### src/hw/host_bridge_pkg.sv
`default_nettype none

package host_bridge_pkg;

  // ************************************************************************
  // Host link word
  // ************************************************************************

  localparam int XB_WORD_W = 32;

  typedef logic [XB_WORD_W-1:0] xb_word_t;

  // ************************************************************************
  // FIFO sizing
  // ************************************************************************

  // Depths must be powers of two
  localparam int WR_FIFO_DEPTH   = 16;
  // Kept below the write FIFO so loopback back-pressure can take effect
  localparam int LOOP_FIFO_DEPTH = 8;
  localparam int RD_FIFO_DEPTH   = 16;

  // All-ones word closes the downstream stream
  localparam xb_word_t TERMINATOR_WORD = '1;

endpackage

`default_nettype wire
### src/hw/host_bridge_top.sv
`default_nettype none
`timescale 1ns/1ps

module host_bridge_top (
  input  wire                       bus_clk,
  input  wire                       rst,
  // Host write stream
  input  wire                       wr_wren,
  input  host_bridge_pkg::xb_word_t wr_data,
  output logic                      wr_full,
  input  wire                       wr_open,
  // Host read stream
  input  wire                       rd_rden,
  output logic                      rd_empty,
  output host_bridge_pkg::xb_word_t rd_data,
  input  wire                       rd_open,
  output logic                      rd_eof,
  // Host loopback stream
  input  wire                       loop_rden,
  output logic                      loop_empty,
  output host_bridge_pkg::xb_word_t loop_data,
  output logic                      loop_eof,
  // Application side
  output host_bridge_pkg::xb_word_t pc_msg,
  output logic                      pc_msg_empty,
  input  wire                       pc_msg_ack,
  input  host_bridge_pkg::xb_word_t fpga_msg,
  input  wire                       fpga_msg_valid,
  output logic                      fpga_msg_full,
  output logic                      fpga_msg_lost,
  input  wire                       app_done
);

  // ************************************************************************
  // Host to application
  // ************************************************************************

  downstream_channel u_downstream (
    .bus_clk      (bus_clk),
    .rst          (rst),
    .wr_wren      (wr_wren),
    .wr_data      (wr_data),
    .pc_msg_ack   (pc_msg_ack),
    .loop_rden    (loop_rden),
    .wr_full      (wr_full),
    .pc_msg       (pc_msg),
    .pc_msg_empty (pc_msg_empty),
    .loop_data    (loop_data),
    .loop_empty   (loop_empty)
  );

  // ************************************************************************
  // Application to host
  // ************************************************************************

  upstream_channel u_upstream (
    .bus_clk        (bus_clk),
    .rst            (rst),
    .fpga_msg       (fpga_msg),
    .fpga_msg_valid (fpga_msg_valid),
    .rd_open        (rd_open),
    .rd_rden        (rd_rden),
    .fpga_msg_full  (fpga_msg_full),
    .fpga_msg_lost  (fpga_msg_lost),
    .rd_data        (rd_data),
    .rd_empty       (rd_empty)
  );

  // End-of-file levels for the host link
  stream_eof_tracker u_eof (
    .bus_clk      (bus_clk),
    .rst          (rst),
    .pc_msg       (pc_msg),
    .pc_msg_empty (pc_msg_empty),
    .rd_empty     (rd_empty),
    .rd_open      (rd_open),
    .app_done     (app_done),
    .wr_open      (wr_open),
    .loop_empty   (loop_empty),
    .rd_eof       (rd_eof),
    .loop_eof     (loop_eof)
  );

endmodule

`default_nettype wire

### src/hw/stream_eof_tracker.sv
`default_nettype none
`timescale 1ns/1ps

module stream_eof_tracker (
  input  wire                       bus_clk,
  input  wire                       rst,
  input  host_bridge_pkg::xb_word_t pc_msg,
  input  wire                       pc_msg_empty,
  input  wire                       rd_empty,
  input  wire                       rd_open,
  input  wire                       app_done,
  input  wire                       wr_open,
  input  wire                       loop_empty,
  output logic                      rd_eof,
  output logic                      loop_eof
);

  logic term_at_head;

  // Terminator waiting at the head with nothing left for the host to read
  assign term_at_head = !pc_msg_empty && rd_empty &&
                        (pc_msg == host_bridge_pkg::TERMINATOR_WORD);

  always_ff @(posedge bus_clk) begin
    if (rst) begin
      rd_eof <= 1'b0;
    end else if (!rd_open) begin
      // Closing the read stream clears it, even over a new trigger
      rd_eof <= 1'b0;
    end else if (term_at_head || app_done) begin
      rd_eof <= 1'b1;
    end
  end

  // Host closed its writes and all loopback words are gone
  always_ff @(posedge bus_clk) begin
    if (rst) begin
      loop_eof <= 1'b0;
    end else begin
      loop_eof <= !wr_open && loop_empty;
    end
  end

  a_eof_clears_on_close: assert property (
    @(posedge bus_clk) disable iff (rst) !rd_open |=> !rd_eof
  ) else $error("stream_eof_tracker: rd_eof held after rd_open low");

endmodule

`default_nettype wire

### src/hw/upstream_channel.sv
`default_nettype none
`timescale 1ns/1ps

module upstream_channel (
  input  wire                       bus_clk,
  input  wire                       rst,
  input  host_bridge_pkg::xb_word_t fpga_msg,
  input  wire                       fpga_msg_valid,
  input  wire                       rd_open,
  input  wire                       rd_rden,
  output logic                      fpga_msg_full,
  output logic                      fpga_msg_lost,
  output host_bridge_pkg::xb_word_t rd_data,
  output logic                      rd_empty
);

  logic push;

  // Words arriving while the host stream is closed are discarded
  assign push = fpga_msg_valid && rd_open;

  stream_fifo #(
    .DEPTH (host_bridge_pkg::RD_FIFO_DEPTH)
  ) u_rd_fifo (
    .bus_clk (bus_clk),
    .rst     (rst),
    .wr_en   (push && !fpga_msg_full),
    .din     (fpga_msg),
    .rd_en   (rd_rden),
    .dout    (rd_data),
    .full    (fpga_msg_full),
    .empty   (rd_empty)
  );

  // Sticky until reset, set by a push the FIFO could not take
  always_ff @(posedge bus_clk) begin
    if (rst) begin
      fpga_msg_lost <= 1'b0;
    end else if (push && fpga_msg_full) begin
      fpga_msg_lost <= 1'b1;
    end
  end

endmodule

`default_nettype wire

### src/hw/downstream_channel.sv
`default_nettype none
`timescale 1ns/1ps

module downstream_channel (
  input  wire                       bus_clk,
  input  wire                       rst,
  input  wire                       wr_wren,
  input  host_bridge_pkg::xb_word_t wr_data,
  input  wire                       pc_msg_ack,
  input  wire                       loop_rden,
  output logic                      wr_full,
  output host_bridge_pkg::xb_word_t pc_msg,
  output logic                      pc_msg_empty,
  output host_bridge_pkg::xb_word_t loop_data,
  output logic                      loop_empty
);

  logic wr_empty;
  logic loop_full;

  // Host side write FIFO, words go straight to the application
  stream_fifo #(
    .DEPTH (host_bridge_pkg::WR_FIFO_DEPTH)
  ) u_wr_fifo (
    .bus_clk (bus_clk),
    .rst     (rst),
    .wr_en   (wr_wren && !wr_full),
    .din     (wr_data),
    .rd_en   (pc_msg_ack),
    .dout    (pc_msg),
    .full    (wr_full),
    .empty   (wr_empty)
  );

  // Hide the head word while the loopback copy has nowhere to go
  assign pc_msg_empty = wr_empty || loop_full;

  // Copy of every acknowledged word, taken on the ack edge
  stream_fifo #(
    .DEPTH (host_bridge_pkg::LOOP_FIFO_DEPTH)
  ) u_loop_fifo (
    .bus_clk (bus_clk),
    .rst     (rst),
    .wr_en   (pc_msg_ack),
    .din     (pc_msg),
    .rd_en   (loop_rden),
    .dout    (loop_data),
    .full    (loop_full),
    .empty   (loop_empty)
  );

  // Application must only ack a word it can see
  a_ack_only_when_avail: assert property (
    @(posedge bus_clk) disable iff (rst) pc_msg_ack |-> !pc_msg_empty
  ) else $error("downstream_channel: pc_msg_ack while pc_msg_empty");

endmodule

`default_nettype wire

### src/hw/stream_fifo.sv
`default_nettype none
`timescale 1ns/1ps

module stream_fifo #(
  parameter int DEPTH = host_bridge_pkg::WR_FIFO_DEPTH
) (
  input  wire                       bus_clk,
  input  wire                       rst,
  input  wire                       wr_en,
  input  host_bridge_pkg::xb_word_t din,
  input  wire                       rd_en,
  output host_bridge_pkg::xb_word_t dout,
  output logic                      full,
  output logic                      empty
);

  localparam int AW = $clog2(DEPTH);

  // ************************************************************************
  // Storage and pointers
  // ************************************************************************

  host_bridge_pkg::xb_word_t mem [DEPTH];

  logic [AW-1:0] wr_ptr;
  logic [AW-1:0] rd_ptr;
  // One bit wider than the pointers to tell full from empty
  logic [AW:0]   count;

  logic do_wr;
  logic do_rd;

  // Overflow and underflow are dropped here
  assign do_wr = wr_en && !full;
  assign do_rd = rd_en && !empty;

  assign full  = (count == (AW+1)'(DEPTH));
  assign empty = (count == '0);

  // Head word is always on the output, no read strobe needed
  assign dout = mem[rd_ptr];

  always_ff @(posedge bus_clk) begin
    if (do_wr) begin
      mem[wr_ptr] <= din;
    end
  end

  always_ff @(posedge bus_clk) begin
    if (rst) begin
      wr_ptr <= '0;
      rd_ptr <= '0;
      count  <= '0;
    end else begin
      // Pointers wrap on their own since DEPTH is a power of two
      if (do_wr) begin
        wr_ptr <= wr_ptr + 1'b1;
      end
      if (do_rd) begin
        rd_ptr <= rd_ptr + 1'b1;
      end
      case ({do_wr, do_rd})
        2'b10:   count <= count + 1'b1;
        2'b01:   count <= count - 1'b1;
        default: count <= count;
      endcase
    end
  end

  // ************************************************************************
  // Caller protocol
  // ************************************************************************

  a_no_write_when_full: assert property (
    @(posedge bus_clk) disable iff (rst) !(wr_en && full)
  ) else $error("stream_fifo: write while full");

  a_no_read_when_empty: assert property (
    @(posedge bus_clk) disable iff (rst) !(rd_en && empty)
  ) else $error("stream_fifo: read while empty");

endmodule

`default_nettype wire

### config.mk
export PLATFORM = sky130hd
export DESIGN_NAME = host_bridge_top
export DESIGN_NICKNAME = d
export VERILOG_FILES = /design/src/hw/host_bridge_pkg.sv /design/src/hw/host_bridge_top.sv /design/src/hw/stream_eof_tracker.sv /design/src/hw/upstream_channel.sv /design/src/hw/downstream_channel.sv /design/src/hw/stream_fifo.sv
export SDC_FILE = /design/constraint.sdc
export NUM_CORES = 1
export LEC_CHECK = 0
export BUFFER_PORTS_ARGS = -buffer_cell sky130_fd_sc_hd__buf_4
export CORE_MARGIN = 4
export CORE_UTILIZATION = 45
export CTS_CLUSTER_DIAMETER = 30
export DETAILED_ROUTE_END_ITERATION = 8
export MAX_ROUTING_LAYER = met4
export SYNTH_ARGS = -nofsm -noshare
export SYNTH_HDL_FRONTEND = slang
export SYNTH_SLANG_ARGS = --single-unit
### constraint.sdc
create_clock -name bus_clk -period 12.9 [get_ports bus_clk]
set_input_delay 0.645 -clock bus_clk [delete_from_list [all_inputs] [get_ports bus_clk]]
set_output_delay 0.645 -clock bus_clk [all_outputs]
set_load 0.02 [all_outputs]
Word level (Yosys, flattened, before mapping)

Memories as Yosys holds them, arrays and structs flattened. A register that Yosys moved wholly into a read port is not among the register bits.
Cells that the tools add are included.
Widths: inputs -> output; s select.

$add $sub $neg: 12
Equality and inequality tests: 10
Bitwise gates (word level): 1
Reductions and logical operators: 30
Muxes and demuxes: 15

Operator list:

| operator             | count |
|---|---|
| $eq 32x32->1 const B | 1 |
| $add 4x1->4 const B  | 5 |
| $pmux 5 s2           | 2 |
| $mux 4               | 4 |
| $logic_and 1x1->1    | 13 |
| $add 5x1->5 const B  | 2 |
| $eq 5x5->1 const B   | 2 |
| $logic_not 5->1      | 2 |
| $sub 5x1->5 const B  | 2 |
| $logic_not 1->1      | 8 |
| $pmux 4 s2           | 1 |
| $add 3x1->3 const B  | 2 |
| $eq 2x1->1 const B   | 3 |
| $eq 2x2->1 const B   | 3 |
| $mux 1               | 6 |
| $mux 3               | 2 |
| $reduce_bool 2->1    | 3 |
| $eq 4x4->1 const B   | 1 |
| $logic_not 4->1      | 1 |
| $sub 4x1->4 const B  | 1 |
| $logic_or 1x1->1     | 2 |
| $reduce_or 2->1      | 1 |
| $not 1->1            | 1 |

Bits in registers: 39
Input port bits: 74
Bits in writable memories: 1280
Memories: 3
Output and inout port bits: 104
Logic and storage cells: 83

Memory list:

| memory                       | depth | bits a word | read ports | clocked after Yosys merged registers in | write ports | RTL line          | source |
|---|---|---|---|---|---|---|---|
| u_downstream.u_wr_fifo.mem   | 16    | 32          | 1          | 1                                       | 1           | stream_fifo.sv:23 | `host_bridge_pkg::xb_word_t mem [DEPTH];` |
| u_upstream.u_rd_fifo.mem     | 16    | 32          | 1          | 1                                       | 1           | stream_fifo.sv:23 |  |
| u_downstream.u_loop_fifo.mem | 8     | 32          | 1          | 1                                       | 1           | stream_fifo.sv:23 |  |

Longest topological paths before layout

Gate-level depths: netlist of run 1.

Depth after elaboration: 6
Mapped depth: 13
Depth with buffers taken out: 11

Modules after synthesis

Synthesis of run 1 repeated with hierarchy kept, for this count alone.

Cells, all modules: 2286
Area, all modules: 51035.2 µm²

By module, submodules not included:

| module                                    | area each (µm²) | sequential area each (µm²) | cells each | times used |
|---|---|---|---|---|
| stream_fifo at u_downstream.u_wr_fifo ... | 20120.5         | 15715.1                    | 909        | 2 |
| stream_fifo at u_downstream.u_loop_fifo   | 10582.6         | 7947.6                     | 444        | 1 |
| stream_eof_tracker                        | 161.4           | 40.0                       | 17         | 1 |
| upstream_channel                          | 37.5            | 20.0                       | 5          | 1 |
| downstream_channel                        | 12.5            | 0.0                        | 2          | 1 |

Least setup slack after synthesis of run 1

Ideal clock, no wire load.

Path type: input-to-reg
From: input pc_msg_ack
To: memory u_downstream.u_loop_fifo.mem[0][0] (netlist name), enable pin
Path buffers: 0
Library setup time: 0.501 ns
Data required time: 12.399 ns
Setup slack: 8.535 ns
Cell stages on the path: 2
Data arrival time: 3.863 ns
Cells stage by stage: nand2_1 -> nor4_1

Longest elaborated chain between the ends: 3

Ends and longest elaborated chain:

| item                         | RTL line              | source |
|---|---|---|
| start: declaration           | host_bridge_top.sv:26 | `input wire pc_msg_ack,` |
| $logic_and 1x1->1            | stream_fifo.sv:34     | `assign do_wr = wr_en && !full;` |
| $mux 1                       | stream_fifo.sv:44     | `if (do_wr) begin` |
| $mux 1 (implied by the code) | stream_fifo.sv:45     | `mem[wr_ptr] <= din;` |
| end: declaration             | stream_fifo.sv:23     |  |

No other way between the ends.

==> results of run 1 <==
flip-flops by register name (all words and copies together) (netlist names), 4 cells and up, named ones only:
name / flops
u_downstream.u_wr_fifo.count: 5
u_downstream.u_wr_fifo.wr_ptr: 4
u_upstream.u_rd_fifo.wr_ptr: 4
u_downstream.u_loop_fifo.count: 4
u_downstream.u_loop_fifo.mem: 256
u_downstream.u_wr_fifo.mem: 512
u_upstream.u_rd_fifo.count: 5
u_downstream.u_wr_fifo.rd_ptr: 4
u_upstream.u_rd_fifo.mem: 512
u_upstream.u_rd_fifo.rd_ptr: 4
logic make-up after synthesis:
logic type,after synthesis,share of synthesized area
fa+ha+maj,21,0.00536
xor+xnor,28,0.00486
simple gates,193,0.0175
buf+inv,128,0.0104
flops,1330,0.782
mux,391,0.166
compound gates,105,0.0147
area by class of cell:
| cell class | instances | area share |
|---|---|---|
| Multi-Input combinational cell | 738 | 0.171 |
| Tap cell | 1488 | 0.0296 |
| Clock buffer | 309 | 0.114 |
| Timing Repair Buffer | 237 | 0.0283 |
| Antenna cell | 8 | 0.000318 |
| Clock inverter | 166 | 0.0286 |
| Sequential cell | 1330 | 0.627 |
| Inverter | 16 | 0.000954 |
metal layers:
layer  up-vias  part of all wire  GRT usage
li1      10209                 -          -
met1     13077              0.42      0.283
met2       800              0.49      0.323
met3       163             0.066     0.0495
met4         0             0.017     0.0558
met5         -                 0          -
layout by cell type, fill, tap and decap left out, types with 35 or more instances in the layout:
| cell | instances |
|---|---|
| clkinv_2 | 36 |
| mux4_2 | 352 |
| nor2_1 | 45 |
| clkinv_1 | 35 |
| a22oi_1 | 62 |
| dfxtp_1 | 41 |
| edfxtp_1 | 1280 |
| clkbuf_16 | 281 |
| buf_4 | 236 |
| nand2_1 | 56 |
power by group through the flow:
stage / Combinational [W] / Clock [W] / Sequential (W)
floorplan: 0.00148 / 0 / 0.00512
global placement: 0.00208 / 0 / 0.00521
detailed placement: 0.00213 / 0 / 0.00522
CTS: 0.00214 / 0.00686 / 0.00514
global route: 0.00226 / 0.00711 / 0.00516
finish: 0.00209 / 0.00675 / 0.00514
how the worst min path moves through the flow:
stage | from | end | slack (ns) | cells after the start
after floorplan | u_downstream.u_loop_fifo.count[3] | u_downstream.u_loop_fifo.count[3] | 0.47 | 2
after global placement | u_upstream.fpga_msg_lost | u_upstream.fpga_msg_lost | 0.45 | 2
after detailed placement | u_upstream.u_rd_fifo.rd_ptr[1] | register | 0.49 | 2
after CTS | wr_data[30] | u_downstream.u_wr_fifo.mem[9][30] | 0.04 | 1
after global routing | wr_data[30] | u_downstream.u_wr_fifo.mem[9][30] | 0.07 | 1
final | wr_data[28] | u_downstream.u_wr_fifo.mem[11][28] | 0.09 | 1
what timing repair did:
action | 4_1_cts | 5_1_grt
resized for setup | 0 | 0
setup buffers | 0 | 0
hold endpoints to repair | 1 | 0
hold buffers | 1 | 0
endpoints found under the setup margin | 0 | 0
metrics by stage:
stage	instances	cell area (um^2)	setup WS, ns	util
after CTS	4284	62900	7.17	0.567
after global placement	3808	53900	8.14	0.486
after detailed placement	3808	53900	8.08	0.486
final	4292	63000	7.47	0.567
after global routing	4290	63000	6.94	0.567
after floorplan	2196	50500	8.54	-
worst max-delay path, delay by kind of cell, from the launching register on:
family                 cells  cell delay [ns]
buffers and inverters      3             1.94
DFF                        1             0.82
muxes                      2             1.14
==> results.md, run 1 <==
- Status: finished clean
- Clock Power Share: 0.483
- Kind of critical path: register to output port
- DRC viols: 0
- Clk sink count: about 1300
- Switch share: 0.246
- Async set-reset flop share out of synthesis: 0
- Pwr Total: between 0.01 and 0.015 W
- CTS tree: built
- Vias in the first global route: ~26000
- Seq cells post-synth: between 1000 and 1500
- Max-cap violations: 0
- Initial core utilization: 0.455
- CP endpoint kind: output port
- Clk root buf: clkbuf_16
- RR Endpoint: u_eof.rd_eof
- Synth Cell Area: around 50000 um^2
- WHS: 0.0930 ns
- Die Area: between 100000 and 150000 um^2
- Port Buffers: roughly 180
- Chip height: ~340 um
- EDFF count, synth: 1280
- Worst vdd ir: about 0.17 mV
- Synth area leader: edfxtp_1
- Worst-path fanout max: between 50 and 60
- Data arrival, critical path: around 4.8 ns
- Period utilization: 0.421
- P&R area growth vs syn: 24.8%
- Crit-path most repeated cell: buf_4
- Critical Path Slowest Stage Cell: buf_4
- Fin crit period: about 5.4 ns
- Worst-path clk slew: approximately 0.05 ns
- Sequential area share after synthesis: 0.782
- Worst setup SP type: register
- R2R setup slack: around 9.0 ns
- H-Tree Depth: 5
- Clk Latency, worst-skew pair: around 0.85 ns
- Post-Route WL: between 100000 and 150000 um
- Relative slew slack: 0.302
- Syn avg cell area: ~23 um^2
- Routed len/inst: 27.4 um
- Max incr delay on CP: about 0.92 ns
- FP Rows: between 100 and 150
- Fmax: 184 MHz
- Largest net degree at the start of global routing: 66
- Antenna violations before repair: 8
- Cells after Synth: 2196
- Final count of negative-setup-slack endpoints: 0
- Synth unique cells: 50
- Layout cells sized above 1: 0.391
- Hold Path Class: input port to register
- Worst path cell trace: buf_4, buf_4, mux4_2, mux4_2, buf_4
- Die width: around 340 um
- 1st-pass router iterations: 5
- Psw: about 0.0034 W
- Final hold vios: 0
- Most used DFF post-synth: edfxtp_1
- Num CTS Buffers: 275
- Synth cell count leaders: edfxtp_1, mux4_2, nor2_1
- Cells on worst reg2reg path: 8
- Nets: ~2700
- Total GRT Usage: 0.209
- Vias post-DR: ~24000
- First-pass GRT wire length: 173000 um
- I/O Pins: ~180
- Share of the synthesized area in the top cell type: 0.762
- CP Capture Point: rd_data[5]
- Setup TNS: 0 ns
- Count leader, synth: edfxtp_1
- Post-DP HPWL: just under 60000 um
- Leakage power: roughly 20 nW
- Initial drt markers: around 2000
- Synth area leaders: edfxtp_1, mux4_2, dfxtp_1
- Slew Limit Fails: 0
- Post-route ant nets: 0
- RSZ-0062 raised after global routing: no
- Worst Skew: roughly 0.053 ns
- Int Pwr: about 0.011 W
- Fill cells: 8113
- Slew of the pin with the lowest slew margin: roughly 1.0 ns
- Core area: about 110000 um^2
- Bufs on Longest Clock Path: 4
- Multi-input gate area: around 11000 um^2
- Worst path required time: 12.26 ns
- Pwr/cell area: about 220 nW/um^2
- Overflow left after global routing: 0
- Placer Congestion: roughly 0.72
- Via density: roughly 5.6
- Flop pwr share: 0.367
- Register area: 39500 um^2
- Synth warn: 0
- Synthesized Nets: about 2300
- Gate power share: 0.150
Power figures use the tool's default switching activity.
==> run 2, diff against run 1 <==
Clock period 12.9 ns to 4.4 ns, I/O delays scaled along.
==> run 2 against run 1 <==
Effect of this change: utilization is 0.43 points higher; sequential power grew to 2.9 times the previous value; wire length grew 2.4%; critical path type unchanged; critical endpoint is now pc_msg[23].
==> results.md, run 2 (synthesis gave the netlist of run 1 again) <==
- Clk root buf: clkbuf_16
- Max incr delay on CP: 0.73 ns (-0.19 ns)
- Num CTS Buffers: 239 (-13%)
- Worst hold endpoint: u_upstream.u_rd_fifo.wr_ptr[0]
- CP endpoint kind: output port
- Period utilization: 0.856
- Kind of critical path: register to output port
- Worst-path fanout max: 28 (-45%)
- Cts hold-fix bufs: 76 (+75)
- Post_cts resized: 0 (unchanged)
- Min-delay src: rd_open
- Via density: 5.70 (+0.82%)
- Leakage power: 20.6 nW (+0.83%)
- Placed insts: 3834 (+0.68%)
- Worst-path clk slew: 0.05 ns (about the same)
- H-Tree Depth: 4 (-1)
- Vias post-DR: 24898 (+2.7%)
- Die width: 343 um (unchanged)
- Overflow left after global routing: 0 (unchanged)
- CTS tree: built
- Critical Path Slowest Stage Cell: dfxtp_4
- Relative slew slack: 0.263 (-0.0387)
- Vias in the first global route: 26086 (+0.89%)
- Clk sink count: 1330 (unchanged)
- Initial core utilization: 0.455 (unchanged)
- Hold path cells: 6 (+5)
- Cells on worst reg2reg path: 11 (+3)
- Worst vdd ir: 0.478 mV (+180%)
- Post-DP HPWL: 67200 um (+14%)
- Pwr/cell area: 634 nW/um^2 (+190%)
- Layout cells sized above 1: 0.387 (-0.00436)
- Die Area: 118000 um^2 (unchanged)
- Non-Filler Instances: 4371 (+1.8%)
- Routed len/inst: 27.6 um (+0.54%)
- Final count of negative-setup-slack endpoints: 0 (unchanged)
- Post-Route WL: 121000 um (+2.4%)
- Register area: 39500 um^2 (unchanged)
- RR Endpoint: u_downstream.u_wr_fifo.count[4]
- Antenna violations before repair: 10 (+2)
- Hold Path Class: input port to register
- Worst Skew: 0.0371 ns (-0.0160 ns)
- Commonest non-fill, non-tap cell in the layout: edfxtp_1
- Fill cells: 8034 (-0.97%)
- R2R setup slack: 0.86 ns (-8.11 ns)
- Worst path required time: 4.18 ns (-8.08 ns)
- Nets: 2758 (+2.4%)
- Worst flop-to-flop path startpoint: u_downstream.u_wr_fifo.count[2]
- Critical path's top delay family: buffers and inverters
- Clk Latency, worst-skew pair: 0.80 ns (-0.05 ns)
- Crit-path most repeated cell: buf_4
- Worst path cell trace: buf_4, buf_4, mux4_2, a22oi_1, nand2_1, buf_4
- I/O Pins: 178 (unchanged)
- Placer Congestion: 0.749 (+4.5%)
- Count of buffer and inverter cells on the critical path: 3 (unchanged)
- FP Rows: 122 (unchanged)
- Status: finished clean
- Post-CTS setup buffer count: 0 (unchanged)
- Port Buffers: 177 (unchanged)
- First-pass GRT wire length: 177000 um (+2.3%)
- Bufs on Longest Clock Path: 3 (-1)
- Initial drt markers: 2336 (+17%)
- P&R area growth vs syn: 25.7%
- Biggest regs: u_downstream.u_wr_fifo.mem x512, u_upstream.u_rd_fifo.mem x512, u_downstream.u_loop_fifo.mem x256
- Commonest cells after routing, fill and taps aside: edfxtp_1, mux4_2, buf_4
- Setup TNS: 0 ns (unchanged)
- RSZ-0062 raised after global routing: no
- 1st-pass router iterations: 5 (unchanged)
- Final hold vios: 0 (unchanged)
- Post-route ant nets: 0 (unchanged)
- WHS: 0.114 ns (+0.0209 ns)
- Chip height: 343 um (unchanged)
- Fmax: 266 MHz
- Core area: 111000 um^2 (unchanged)
- Data arrival, critical path: 3.54 ns (-1.25 ns)
- Multi-input gate area: 10800 um^2 (unchanged)
- Total GRT Usage: 0.213 (+0.00453)
- Fin crit period: around 3.8 ns
- Worst setup SP type: register
- Slew of the pin with the lowest slew margin: 1.11 ns (+0.0580 ns)
- DRC viols: 0 (unchanged)
- Largest net degree at the start of global routing: 61 (-7.6%)
- Slew Limit Fails: 0 (unchanged)
- Max-cap violations: 0 (unchanged)
## run 2: changes by cell type in the layout (fill, tap and decap cells not counted), sizes merged
cell	previous run	this run
clkinvlp	19	27
clkinv	91	84
clkbuf	309	258
diode	8	9
inv	42	64
bufinv	30	35
buf	236	262
dlygate4sd3	1	76
## run 2: layout make-up
type / instances / share of cell area
Antenna cell: 9 / 0.000355
Clock buffer: 258 / 0.0959
Clock inverter: 194 / 0.0367
Inverter: 16 / 0.000947
Multi-Input combinational cell: 738 / 0.170
Sequential cell: 1330 / 0.622
Tap cell: 1488 / 0.0293
Timing Repair Buffer: 338 / 0.0446
## run 2: worst max path at each step
stage	end	cells past startpoint	slack [ns]
after global routing	pc_msg[5]	6	0.33
after global placement	u_downstream.u_wr_fifo.mem[10][12]	5	1.11
after CTS	pc_msg[23]	6	0.51
final	pc_msg[23]	6	0.64
after detailed placement	u_downstream.u_wr_fifo.count[4]	11	0.99
after floorplan	u_downstream.u_loop_fifo.mem[0][0]	4	0.1
## run 2: power by group
part | switching (W) | leakage [nW] | internal, W
clock network | 0.00651 | 4.05 | 0.0122
registers | 0.000404 | 12.0 | 0.0147
logic | 0.00350 | 4.58 | 0.00294
## run 2: worst register-to-register path, delay by kind of cell, from the launching register on
kind / cells / cell delay (ns)
xor gates and xnor gates: 2 / 0.41
buffers and inverters: 1 / 0.17
muxes: 1 / 0.25
adders and majority gates: 2 / 0.60
DFF: 1 / 0.50
AOI/OAI and AO/OA: 3 / 1.34
and+or+nand+nor: 2 / 0.14
## run 2: through the flow
stage	cell area, um^2	utilization	setup slack (ns)	power [W]
floorplan	50500	-	0.0968	0.0194
global placement	54200	0.489	1.11	0.0216
detailed placement	54200	0.489	0.985	0.0218
finish	63400	0.572	0.636	0.0402
CTS	63400	0.571	0.506	0.0406
global route	63400	0.572	0.327	0.0417
## run 2: layer usage
metal | global-route usage | vias up | part of all wire
met4 | 0.0566 | 0 | 0.019
li1 | - | 10370 | -
met2 | 0.325 | 898 | 0.49
met1 | 0.301 | 13450 | 0.43
met5 | - | - | 0
met3 | 0.0406 | 180 | 0.064
